--- config.mk ---
export PLATFORM = sky130hd
export DESIGN_NAME = drum_machine
export DESIGN_NICKNAME = d
export VERILOG_FILES = /design/src/tempo_pkg.sv /design/src/seq_pkg.sv /design/src/panel_control.sv /design/src/datapath.sv /design/src/beat_clock.sv /design/src/drum_machine.sv
export SDC_FILE = /design/constraint.sdc
export NUM_CORES = 1
export LEC_CHECK = 0
export ABC_CLOCK_PERIOD_IN_PS = 5080
export BUFFER_PORTS_ARGS = -buffer_cell sky130_fd_sc_hd__clkbuf_2
export CORE_ASPECT_RATIO = 0.75
export CORE_MARGIN = 2
export CORE_UTILIZATION = 38
export DETAILED_ROUTE_END_ITERATION = 8
export GPL_ROUTABILITY_DRIVEN = 0
export HOLD_SLACK_MARGIN = 0.15
export PLACE_DENSITY = 0.55
export SYNTH_ARGS = -nofsm -noshare
export SYNTH_HDL_FRONTEND = slang
export SYNTH_SLANG_ARGS = --single-unit
--- constraint.sdc ---
create_clock -name clk -period 5.08 [get_ports clk]
set_input_delay 0.508 -clock clk [delete_from_list [all_inputs] [get_ports clk]]
set_output_delay 0.508 -clock clk [all_outputs]
set_load 0.01 [all_outputs]
--- src/tempo_pkg.sv ---
package tempo_pkg;

	// tempo as read from the switch word, one to 255 is the usable range
	typedef logic [7:0] tempo_t;

	// tempo loaded by reset, one step every four cycles with the test threshold
	localparam tempo_t TEMPO_RESET = 8'd60;

	// smallest tempo the panel will load; a zero word would stall the beat clock
	localparam tempo_t TEMPO_MIN = 8'd1;

endpackage

--- src/seq_pkg.sv ---
package seq_pkg;

	localparam int NUM_STEPS = 8; // steps per bar
	localparam int NUM_VOICES = 4; // instrument patterns held by the datapath

	typedef logic [$clog2(NUM_STEPS)-1:0] step_t;

	// one bit per step, bit n fires the voice on step n
	typedef logic [NUM_STEPS-1:0] pattern_t;

	typedef enum logic [1:0] {
		MODE_PLAY       = 2'd0,
		MODE_EDIT_VOICE = 2'd1,
		MODE_EDIT_TEMPO = 2'd2
	} mode_e;

	typedef enum logic [1:0] {
		TARGET_VOICE1 = 2'd0,
		TARGET_VOICE2 = 2'd1,
		TARGET_VOICE3 = 2'd2,
		TARGET_VOICE4 = 2'd3
	} target_e;

	// the switch word is read as a pattern in edit voice and as a tempo in edit tempo
	typedef union packed {
		pattern_t pattern;
		tempo_pkg::tempo_t tempo;
	} panel_word_u;

endpackage

--- src/panel_control.sv ---
`timescale 1ns/10ps

module panel_control (
	input logic clk,
	input logic reset,
	input logic btn_mode, // single-cycle pulses from the front panel
	input logic btn_next,
	input logic btn_enter,
	input seq_pkg::panel_word_u sel,
	output logic ld_ins1,
	output logic ld_ins2,
	output logic ld_ins3,
	output logic ld_ins4,
	output logic ld_bpm,
	output logic play,
	output seq_pkg::mode_e mode,
	output seq_pkg::target_e target
);

	seq_pkg::mode_e next_mode;
	seq_pkg::target_e next_target;
	logic tempo_ok;
	logic enter_voice;
	logic enter_tempo;

	// mode cycle is play, edit voice, edit tempo and back to play
	always_comb begin
		case (mode)
			seq_pkg::MODE_PLAY: next_mode = seq_pkg::MODE_EDIT_VOICE;
			seq_pkg::MODE_EDIT_VOICE: next_mode = seq_pkg::MODE_EDIT_TEMPO;
			default: next_mode = seq_pkg::MODE_PLAY;
		endcase
	end

	// voice selection wraps from four back to one
	always_comb begin
		case (target)
			seq_pkg::TARGET_VOICE1: next_target = seq_pkg::TARGET_VOICE2;
			seq_pkg::TARGET_VOICE2: next_target = seq_pkg::TARGET_VOICE3;
			seq_pkg::TARGET_VOICE3: next_target = seq_pkg::TARGET_VOICE4;
			default: next_target = seq_pkg::TARGET_VOICE1;
		endcase
	end

	assign tempo_ok = sel.tempo >= tempo_pkg::TEMPO_MIN; // a zero word is not a tempo

	// btn_mode wins over btn_enter in the same cycle, so no load follows a mode change
	assign enter_voice = btn_enter && !btn_mode && (mode == seq_pkg::MODE_EDIT_VOICE);
	assign enter_tempo = btn_enter && !btn_mode && (mode == seq_pkg::MODE_EDIT_TEMPO);

	always_ff @(posedge clk) begin
		if (!reset) begin
			mode <= seq_pkg::MODE_PLAY;
			play <= 1'b0; // the panel comes up stopped
		end else if (btn_mode) begin
			mode <= next_mode;
			play <= 1'b0; // leaving play stops the bar, entering play waits for enter
		end else if (mode == seq_pkg::MODE_PLAY && btn_enter) begin
			play <= !play; // enter starts and stops the sequence
		end
	end

	always_ff @(posedge clk) begin
		if (!reset) begin
			target <= seq_pkg::TARGET_VOICE1;
		end else if (btn_next && !btn_mode && mode == seq_pkg::MODE_EDIT_VOICE) begin
			target <= next_target;
		end
	end

	// strobes last one cycle since they are rebuilt from the button pulse every clock
	always_ff @(posedge clk) begin
		if (!reset) begin
			ld_ins1 <= 1'b0;
			ld_ins2 <= 1'b0;
			ld_ins3 <= 1'b0;
			ld_ins4 <= 1'b0;
			ld_bpm <= 1'b0;
		end else begin
			ld_ins1 <= enter_voice && (target == seq_pkg::TARGET_VOICE1);
			ld_ins2 <= enter_voice && (target == seq_pkg::TARGET_VOICE2);
			ld_ins3 <= enter_voice && (target == seq_pkg::TARGET_VOICE3);
			ld_ins4 <= enter_voice && (target == seq_pkg::TARGET_VOICE4);
			ld_bpm <= enter_tempo && tempo_ok;
		end
	end

endmodule

--- src/datapath.sv ---
`timescale 1ns/10ps

module datapath (
	input logic clk,
	input logic reset,
	input seq_pkg::panel_word_u sel, // switch word, held by the panel while a strobe is high
	input logic ld_ins1,
	input logic ld_ins2,
	input logic ld_ins3,
	input logic ld_ins4,
	input logic ld_bpm,
	input logic play,
	input seq_pkg::step_t step, // current step from the beat clock
	output logic ins1_out,
	output logic ins2_out,
	output logic ins3_out,
	output logic ins4_out,
	output tempo_pkg::tempo_t bpm
);

	seq_pkg::pattern_t pattern [seq_pkg::NUM_VOICES];
	logic [seq_pkg::NUM_VOICES-1:0] ld_ins;
	logic [seq_pkg::NUM_VOICES-1:0] step_bits;

	assign ld_ins = {ld_ins4, ld_ins3, ld_ins2, ld_ins1}; // voice one in bit zero

	// pattern and tempo registers, loaded on the clock where the strobe is high
	always_ff @(posedge clk) begin
		if (!reset) begin
			for (int v = 0; v < seq_pkg::NUM_VOICES; v++) begin
				pattern[v] <= '0; // every voice starts silent
			end
			bpm <= tempo_pkg::TEMPO_RESET;
		end else begin
			for (int v = 0; v < seq_pkg::NUM_VOICES; v++) begin
				if (ld_ins[v]) begin
					pattern[v] <= sel.pattern;
				end
			end
			if (ld_bpm) begin
				bpm <= sel.tempo;
			end
		end
	end

	// pick the bit of every voice for the step the beat clock shows this cycle
	always_comb begin
		for (int v = 0; v < seq_pkg::NUM_VOICES; v++) begin
			step_bits[v] = pattern[v][step];
		end
	end

	// Triggers are registered, so they follow step by one cycle.
	// Stopping silences every voice on the next clock.
	always_ff @(posedge clk) begin
		if (!reset) begin
			ins1_out <= 1'b0;
			ins2_out <= 1'b0;
			ins3_out <= 1'b0;
			ins4_out <= 1'b0;
		end else if (play) begin
			ins1_out <= step_bits[0];
			ins2_out <= step_bits[1];
			ins3_out <= step_bits[2];
			ins4_out <= step_bits[3];
		end else begin
			ins1_out <= 1'b0; // not playing, all voices quiet
			ins2_out <= 1'b0;
			ins3_out <= 1'b0;
			ins4_out <= 1'b0;
		end
	end

endmodule

--- src/beat_clock.sv ---
`timescale 1ns/10ps

module beat_clock #(
	parameter int unsigned STEP_THRESHOLD = 32'd12_000_000 // accumulator value per step
) (
	input logic clk,
	input logic reset,
	input logic play,
	input tempo_pkg::tempo_t bpm,
	output seq_pkg::step_t step,
	output logic step_pulse // high in the cycle the new step first shows
);

	// room for a leftover below the threshold plus one more tempo
	localparam int ACC_W = $clog2(STEP_THRESHOLD + 256);

	logic [ACC_W-1:0] acc;
	logic [ACC_W-1:0] acc_sum;
	logic step_due;

	assign acc_sum = acc + ACC_W'(bpm);
	assign step_due = acc_sum >= ACC_W'(STEP_THRESHOLD);

	// The remainder is carried over, so the interval alternates between
	// the floor and ceiling of threshold over tempo.
	always_ff @(posedge clk) begin
		if (!reset) begin
			acc <= '0;
			step <= '0;
			step_pulse <= 1'b0;
		end else if (!play) begin
			acc <= '0; // stopped, the next start begins on step zero
			step <= '0;
			step_pulse <= 1'b0;
		end else if (step_due) begin
			acc <= acc_sum - ACC_W'(STEP_THRESHOLD);
			if (step == seq_pkg::step_t'(seq_pkg::NUM_STEPS - 1)) begin
				step <= '0; // end of the bar
			end else begin
				step <= step + 1'b1;
			end
			step_pulse <= 1'b1;
		end else begin
			acc <= acc_sum;
			step_pulse <= 1'b0;
		end
	end

endmodule

--- src/drum_machine.sv ---
`timescale 1ns/10ps

module drum_machine #(
	parameter int unsigned STEP_THRESHOLD = 32'd12_000_000 // set low by the testbench
) (
	input logic clk,
	input logic reset,
	input logic btn_mode,
	input logic btn_next,
	input logic btn_enter,
	input seq_pkg::panel_word_u sel,
	output logic ins1_out,
	output logic ins2_out,
	output logic ins3_out,
	output logic ins4_out,
	output seq_pkg::step_t step,
	output logic step_pulse,
	output seq_pkg::mode_e mode,
	output seq_pkg::target_e target
);

	logic ld_ins1;
	logic ld_ins2;
	logic ld_ins3;
	logic ld_ins4;
	logic ld_bpm;
	logic play; // run level from the panel
	tempo_pkg::tempo_t bpm; // stored tempo feeding the beat clock

	panel_control u_panel_control (
		.clk       (clk),
		.reset     (reset),
		.btn_mode  (btn_mode),
		.btn_next  (btn_next),
		.btn_enter (btn_enter),
		.sel       (sel),
		.ld_ins1   (ld_ins1),
		.ld_ins2   (ld_ins2),
		.ld_ins3   (ld_ins3),
		.ld_ins4   (ld_ins4),
		.ld_bpm    (ld_bpm),
		.play      (play),
		.mode      (mode),
		.target    (target)
	);

	datapath u_datapath (
		.clk      (clk),
		.reset    (reset),
		.sel      (sel),
		.ld_ins1  (ld_ins1),
		.ld_ins2  (ld_ins2),
		.ld_ins3  (ld_ins3),
		.ld_ins4  (ld_ins4),
		.ld_bpm   (ld_bpm),
		.play     (play),
		.step     (step),
		.ins1_out (ins1_out),
		.ins2_out (ins2_out),
		.ins3_out (ins3_out),
		.ins4_out (ins4_out),
		.bpm      (bpm)
	);

	beat_clock #(
		.STEP_THRESHOLD (STEP_THRESHOLD)
	) u_beat_clock (
		.clk        (clk),
		.reset      (reset),
		.play       (play),
		.bpm        (bpm),
		.step       (step),
		.step_pulse (step_pulse)
	);

endmodule

After elaboration in Yosys (flattened, before gate mapping)
Memories as Yosys holds them, arrays and structs flattened.
Index checks and enable logic that the tools add are counted.

word-level totals
  input port bits = 13
  output and inout port bits = 12
  flip-flop bits (word level) = 50
  bits in writable memories = 32
  memories kept = 1

memory list
  memory              words  bits a word  read ports  clocked after Yosys merged registers in  write ports  RTL line        text
  u_datapath.pattern  4      8            4           0                                        4            datapath.sv:21  seq_pkg::pattern_t pattern [seq_pkg::NUM_VOICES];

cells by class
  mux-type cells = 30
  bitwise logic cells = 5
  $lt $le $gt $ge = 3
  equality and inequality tests = 6
  add/subtract/negate cells = 3
  reductions and logical operators = 17

operators by type and width
  kind                      count
  $mux W8                   4
  $add A24 B8 Y24           1
  $ge A24 B24 Y1 const B    1
  $mux W24                  1
  $sub A24 B24 Y24 const B  1
  $mux W1                   18
  $bmux W1 S3               4
  $logic_and A1 B1 Y1       11
  $ge A8 B1 Y1 const B      1
  $eq A2 B2 Y1 const B      3
  $pmux W2 S3               1
  $eq A2 B1 Y1 const B      2
  $logic_not A2 Y1          2
  $lt A3 B4 Y1 const B      1
  $or A1 B1 Y1              4
  $pmux W2 S2               1
  $add A3 B1 Y3 const B     1
  $eq A3 B3 Y1 const B      1
  $mux W3                   1
  $logic_not A1 Y1          2
  $reduce_and A2 Y1         1
  $reduce_or A2 Y1          1
  $not A1 Y1                1

Longest topological paths before layout
Gate-level depths: netlist of the first run.

  word-level depth = 4
  gate-level depth with buffers = 15
  mapped depth without buffers = 12

Modules after synthesis
From an unflattened synthesis of the first run, not the netlist that was laid out.

unflattened totals
  cells, all modules = 447
  area, all modules = 4429.2 µm²

by module, submodules not included
  module         instances  area an instance (µm²)  sequential area each (µm²)  cells each
  beat_clock     1          2099.5                  560.5                       256
  datapath       1          1884.3                  1201.2                      143
  panel_control  1          445.4                   200.2                       48

Worst setup path before layout of the first run
Ideal clock, no wire load.

  kind = register -> register
  start point = register u_datapath.bpm[0]
  end point = register u_beat_clock.acc[14]
  setup slack = 2.086 ns
  cell stages (with the launch flop) = 13
  arrival = 2.923 ns
  data required time = 5.010 ns
  setup time = 0.070 ns
  path through = dfxtp_1 ha_1 fa_1 a211oi_1 o211ai_2 nand2_1 xnor2_1 ha_1 nor2_1 o21ai_4 a21oi_2 or4_1 a21oi_1

on the way
  cells in the longest elaborated chain, start to end = 3
  elaborated cells between the ends (all ways) = 4
  classes of those cells = add/sub (2); order compare (1); mux (1)

RTL lines
  what                                                RTL line                            text
  start: declaration                                  datapath.sv:18                      output tempo_pkg::tempo_t bpm
  start signal: assignment                            datapath.sv:33                      bpm <= tempo_pkg::TEMPO_RESET;
  start signal: assignment                            datapath.sv:41                      bpm <= sel.tempo;
  $add A24 B8 Y24 *                                   beat_clock.sv:21                    assign acc_sum = acc + ACC_W'(bpm);
  $sub A24 B24 Y24 or $ge A24 B24 Y1 (tied branches)  beat_clock.sv:36, beat_clock.sv:22
  $mux W24 *                                          beat_clock.sv:35                    end else if (step_due) begin
  end signal: assignment                              beat_clock.sv:36                    acc <= acc_sum - ACC_W'(STEP_THRESHOLD);
  end signal: assignment                              beat_clock.sv:44                    acc <= acc_sum;
  end: declaration                                    beat_clock.sv:17                    logic [ACC_W-1:0] acc;

Mark *: on every way between the ends. The rest lies on a longest branch, timed or not.
A chain may end at the register's enable or synchronous reset.

Worst setup path in the final report of the first run
  start point = register u_datapath.bpm[0]
  end point = register u_beat_clock.acc[15]

The elaborated chain is that of the path after synthesis.

==> results.toml, run 1 <==
[placed_design]
hpwlAfterDp_mm = 6.25
place_area_sq_um = 4400
dpl.cell_count = 551
port_buffers = 24

[synth]
synth.top_cells.by_area = "dfxtp_1 (24%), edfxtp_1 (23%), and3_1 (5.7%)"
post_synth.cell_area_avg_sq_um = 10.3
synth_fp_nets = 431
syn-instance-count = 402
synth_cell_types = 56
synth_top_area_share = 0.241
ys_warn_count = 0
netlist_area_sq_um = 4160
ys.flop_type = "dfxtp_1"
synth_seq_area_share = 0.472
synth-async-reset-ratio = 0
yosysTopAreaCell = "dfxtp_1"
synth_edf_count = 32
ys_ff_latch = 82

[detailed_routing]
viasPerCell = 5.37
firstDrtPassIters = 4
vias = 3042
final_antenna_net_count = 0
wl_per_cell_um = 15.8
remaining_drc_errors = 0
first_iter_violations = 237
wirelength_mm = 8.94

[sta]
hold_viol = 0
finClkSkew_ns = 0.00836
fmax_ghz = 0.281
fin_setup_tns_ns = 0
setup_viol = 0
rsz0062_at_grt = "false"
relSlewSlack = 0.531
slew_viol_final = 0
fin_crit_sh = 0.701
worstMarginPinSlew_ns = 0.703
post-route-min-period_ns = 3.56

[global_routing]
antenna_found_initial = 0
grt_pass1_wl_mm = 14.8
grt_pass1_vias = 2811
grt_max_degree = 46
grt.total_usage = 0.161
overflow = 0

[floorplan]
die_area_sq_um = 11800
io_pins = 25
coreArea_sq_um = 10800
start_util = 0.385
fp.dieW_um = 125
rows = 33
die_h_um = 94.6

[clock_network]
clk_latency_ns = 0.34
cts_made_buffers = 9
post_cts_resize_count = 0
numClockSinks = 82
post_cts_buffers = 0
clockBufferDepth = 2
root_buffer = "clkbuf_16"
cts_tree = "done"
hold_buffers = 0
clkSlewWorstSetupHoldPaths_ns = 0.06
htreeDepth = 3

[cells_and_area]
num_antenna_cells = 0
mostFrequentLayoutCells = "dfxtp_1 (50), and3_1 (38), nor2_1 (37)"
post-route-util = 0.431
final_cell_count_no_fill = 567
fill_cells = 1058
layout.nets = 451
final_common_cell = "dfxtp_1"
final_cell_area_sq_um = 4660
area_growth_pct = 12.0
drive_above_1_share = 0.148

[power]
leakagePower_uw = 0.00183
power_uw = 1350
ir_drop_uv = 160
power.density_nw_per_um2 = 290

[status]
status = "complete, no violations"

[worst_setup_path]
cp.arrival_ns = 3.79
crit_required_ns = 5.31
crit_path_max_fanout = 19
cp-end-kind = "flop"
crit_type = "flop to flop"
start_kind = "flop"

[min_path]
hp-class = "input port to flop"

[run]
maxCapViolations = 0
==> cells in the mapped netlist, types with 2 or more instances <==
| master | instances |
|---|---|
| o211ai_2 | 2 |
| nor3b_1 | 2 |
| and2_1 | 5 |
| nand2b_1 | 4 |
| o21ai_0 | 10 |
| nor2_1 | 37 |
| nor3_1 | 5 |
| o211ai_1 | 2 |
| a211oi_1 | 3 |
| a31o_2 | 2 |
| nand3_1 | 12 |
| inv_1 | 12 |
| nor2b_1 | 2 |
| nor4_1 | 4 |
| buf_2 | 3 |
| nand2_1 | 23 |
| mux2i_1 | 14 |
| xor2_1 | 6 |
| nand4_1 | 9 |
| ha_1 | 15 |
| or3_1 | 6 |
| clkbuf_1 | 12 |
| dfxtp_1 | 50 |
| a21oi_1 | 26 |
| a311oi_1 | 2 |
| or4_1 | 2 |
| xnor2_1 | 16 |
| a21o_1 | 8 |
| o31ai_1 | 2 |
| mux4_2 | 8 |
| edfxtp_1 | 32 |
| nand4b_1 | 3 |
| a21oi_2 | 3 |
| and3_1 | 38 |
==> logic make-up after synthesis <==
kind of cell	after synthesis	synth area share
buffers and inverters	29	0.0280
and+or+nand+nor	160	0.209
AOI/OAI and AO/OA	71	0.118
DFF	82	0.472
adders and majority gates	16	0.0499
xor gates and xnor gates	22	0.0463
muxes	22	0.0770
==> critical path: stages, from the launching register on <==
cell,delay [ns]
dfxtp_1,0.31
ha_1,0.23
fa_1,0.43
a211oi_1,0.31
o211ai_2,0.23
nand2_1,0.21
xnor2_1,0.18
ha_1,0.22
nor2_1,0.10
o21ai_4,0.24
a21o_1,0.56
a311oi_1,0.19
a41o_1,0.24
==> state kept, by name, indices dropped and copies added, names as in the netlist <==
register and flops:
u_panel_control.mode 2, u_datapath.pattern 32, u_panel_control.ld_ins4 1, u_datapath.ins3_out 1, u_panel_control.play 1, u_datapath.ins2_out 1, u_panel_control.ld_bpm 1, u_panel_control.ld_ins1 1
u_datapath.ins1_out 1, u_datapath.bpm 8, u_panel_control.target 2, u_datapath.ins4_out 1, u_beat_clock.acc 24, u_beat_clock.step_pulse 1, u_panel_control.ld_ins3 1, u_panel_control.ld_ins2 1
u_beat_clock.step 3
==> final timing paths <==
| path | startpoint | end | slack, ns | depth (start not counted) |
|---|---|---|---|---|
| setup / recovery | u_datapath.bpm[0] | u_beat_clock.acc[15] | 1.52 | 12 |
| hold / removal | btn_mode | u_panel_control.play | 0.42 | 2 |
| setup reg to reg | u_datapath.bpm[0] | u_beat_clock.acc[15] | 1.52 | 12 |
| hold reg to reg | u_datapath.bpm[3] | u_datapath.bpm[3] | 0.50 | 2 |
==> routing by layer <==
layer,share of wire,routed length [um],up-vias,global-route usage
met1,0.51,4600,1422,0.236
met2,0.42,3720,83,0.240
met3,0.065,582,4,0.0414
li1,-,-,1533,-
met5,0,0,-,0
met4,0.0041,37,0,0.0370
==> stage by stage <==
stage	hold WS, ns	setup slack [ns]
6_report	0.417	1.52
4_1_cts	0.398	1.52
2_1_floorplan	0.449	2.09
3_5_place_dp	0.475	1.52
5_1_grt	0.420	1.15
3_3_place_gp	0.478	1.59
==> where the power goes <==
| part | switching, uW | internal (uW) | total (uW) |
|---|---|---|---|
| combinational | 39.3 | 21.4 | 60.7 |
| sequential | 5.88 | 695 | 701 |
| clock | 258 | 330 | 589 |
==> cell type report <==
class	instances	area [sq um]	share of cell area
Clock buffer	11	233	0.0499
Multi-Input combinational cell	291	2080	0.447
Inverter	13	48.8	0.0105
Timing Repair Buffer	25	128	0.0274
Clock inverter	5	31.3	0.00671
Tap cell	140	175	0.0376
Sequential cell	82	1960	0.421
Power figures use the tool's default switching activity.
==> run 2, diff against run 1 <==
ABC_CLOCK_PERIOD_IN_PS = 3230   (was 5080)
PLACE_DENSITY = 0.57   (was 0.55)
clock period = 3.23 ns   (was 5.08 ns; I/O delays follow)
==> run 2 against run 1 <==
  * Non-clock buffer count is 28 higher
  * Sequential share of layout area is 2.9 points lower
  * Clock skew is 0.0018 ns lower
  * Wire length is 5.3% higher
  * Clock power is 66% higher
  * Die area stayed put
  * Count of clock-buffer cells in the layout is 2 lower
  * Critical path type unchanged
  * Largest cell class unchanged
  * Largest power group unchanged
  * Highest routed layer unchanged
==> results.toml, run 2 (synthesis results as in run 1) <==
[worst_setup_path]
reg2regPathDepth = 12
cpPeakStageDelay_ns = 0.51
r2r_end = "u_beat_clock.acc[14]"
r2r_setup_slack_ns = 0.14
crit_type = "flop to flop"
cp.arrival_ns = 3.36
r2r_start = "u_datapath.bpm[0]"
path_cells = "ha_2 > fa_2 > a211oi_4 > o211ai_4 > buf_4 > nand3_1 > xnor2_1 > a31oi_2 > and3_4 > a21oi_4 > or4_1 > a21oi_1"
crit_required_ns = 3.49
crit_path_max_fanout = 15
cp-end-kind = "flop"
start_kind = "flop"
cp_slowest_cell = "or4_1"

[placed_design]
hpwlAfterDp_mm = 6.47
port_buffers = 24
place_ws_ns = -0.0554
place_area_sq_um = 4580

[global_routing]
grt_use_met1 = 0.242
met3_usage = 0.0346
antenna_found_initial = 0
grt.total_usage = 0.165
grt_pass1_vias = 2975
grt_use_met2 = 0.250
grt_max_degree = 43
busiest_layer = "met2"
grt_pass1_wl_mm = 15.5
overflow = 0

[clock_network]
clkSlewWorstSetupHoldPaths_ns = 0.07
clk_latency_ns = 0.33
numClockSinks = 82
cts_tree = "done"
root_buffer = "clkbuf_16"
clockBufferDepth = 2
cts_made_buffers = 9
htreeDepth = 3

[detailed_routing]
viasPerCell = 5.31
final_antenna_net_count = 0
first_iter_violations = 198
vias = 3161
wl_per_cell_um = 15.8
remaining_drc_errors = 0
firstDrtPassIters = 4
wirelength_mm = 9.42

[min_path]
hp-class = "input port to flop"
hold_end = "u_panel_control.play"
hold_depth = 2
min_from = "btn_mode"

[floorplan]
coreArea_sq_um = 10800
rows = 33
io_pins = 25
fp.dieW_um = 125
start_util = 0.385
die_h_um = 94.6
die_area_sq_um = 11800

[cells_and_area]
mostFrequentLayoutCells = "dfxtp_1 (50), and3_1 (37), nor2_1 (36)"
final_cell_area_sq_um = 5000
largest_reg_flops = 32
reg_top3 = "u_datapath.pattern x32, u_beat_clock.acc x24, u_datapath.bpm x8"
post-route-util = 0.462
drive_above_1_share = 0.242
largest_register = "u_datapath.pattern"
final_common_cell = "dfxtp_1"
layout.nets = 479
area_growth_pct = 20.2
num_antenna_cells = 0

[sta]
slew_viol_final = 0
relSlewSlack = 0.536
fin_crit_sh = 0.958
hold_viol = 0
post-route-min-period_ns = 3.09
finClkSkew_ns = 0.00652
setup_ws_ns = 0.136
fmax_ghz = 0.323
worstMarginPinSlew_ns = 0.695
setup_viol = 0

[power]
power.density_nw_per_um2 = 438
leakagePower_uw = 0.00197
ir_drop_uv = 257

[status]
status = "complete, no violations"

[run]
maxCapViolations = 0
==> run 2: cell types whose count changed in the layout (fill, tap and decap cells not counted), moves of 2 or more <==
cell        previous run  this run
o211ai_2               2         0
a211oi_1               3         1
clkinvlp_4             1         3
nand2_2                0         3
clkbuf_1               2         0
o211ai_4               0         2
clkinv_2               3         0
ha_1                  15        12
buf_4                  1        29
nand2_1               23        20
ha_2                   0         3
==> run 2: metal layers <==
| metal | share of wire | wire, um | vias up |
|---|---|---|---|
| met5 | 0 | 0 | - |
| met4 | 0.0053 | 50 | 0 |
| met3 | 0.042 | 395 | 4 |
| met2 | 0.43 | 4010 | 74 |
| met1 | 0.53 | 4960 | 1498 |
| li1 | - | - | 1585 |
==> run 2: stage by stage <==
step,instances,hold slack (ns),TNS (ns),total power (uW)
3_5_place_dp,575,0.481,-0.130,1230
2_1_floorplan,402,0.400,0,1180
5_1_grt,595,0.227,-0.0424,2250
6_report,595,0.227,0,2190
3_3_place_gp,575,0.467,0,1220
4_1_cts,591,0.216,0,2200
==> run 2: worst max path at each step <==
stage / from / to / slack [ns]
final: u_datapath.bpm[0] / u_beat_clock.acc[14] / 0.14
after global routing: u_datapath.bpm[0] / u_beat_clock.acc[14] / -0.03
after CTS: u_datapath.bpm[0] / u_beat_clock.acc[18] / 0.05
after detailed placement: u_datapath.bpm[0] / u_beat_clock.step[1] / -0.06
after global placement: u_datapath.bpm[0] / u_beat_clock.step[1] / 0.01
after floorplan: u_datapath.bpm[0] / u_beat_clock.acc[14] / 0.24
==> run 2: layout make-up <==
| cell class | count | area [sq um] |
|---|---|---|
| Multi-Input combinational cell | 291 | 2190 |
| Inverter | 13 | 48.8 |
| Clock buffer | 9 | 225 |
| Sequential cell | 82 | 1960 |
| Clock inverter | 7 | 60.1 |
| Tap cell | 140 | 175 |
| Fill cell | 1001 | 5820 |
| Timing Repair Buffer | 53 | 338 |
==> run 2: critical path, delay by kind of cell, from the launching register on <==
| family | cells | cell delay (ns) |
|---|---|---|
| adder cells (fa/ha/maj) | 2 | 0.61 |
| AND/OR/NAND/NOR | 3 | 0.87 |
| AO/OA/AOI/OAI | 5 | 0.93 |
| buffers and inverters | 1 | 0.16 |
| flip-flops | 1 | 0.32 |
| XOR/XNOR | 1 | 0.13 |
==> run 2: what timing repair did <==
action,CTS,global route
hold buffers,0,0
setup endpoints to repair,6,17
pin swaps,0,9
resized for setup,2,22
setup buffers,0,4
==> run 2: power by group <==
group | switching (uW) | internal [uW] | leakage [uW] | total (uW)
sequential | 9.20 | 1090 | 0.000734 | 1100
combinational | 67.0 | 41.0 | 0.00111 | 108
clock | 445 | 533 | 0.000131 | 978
total | 521 | 1670 | 0.00197 | 2190
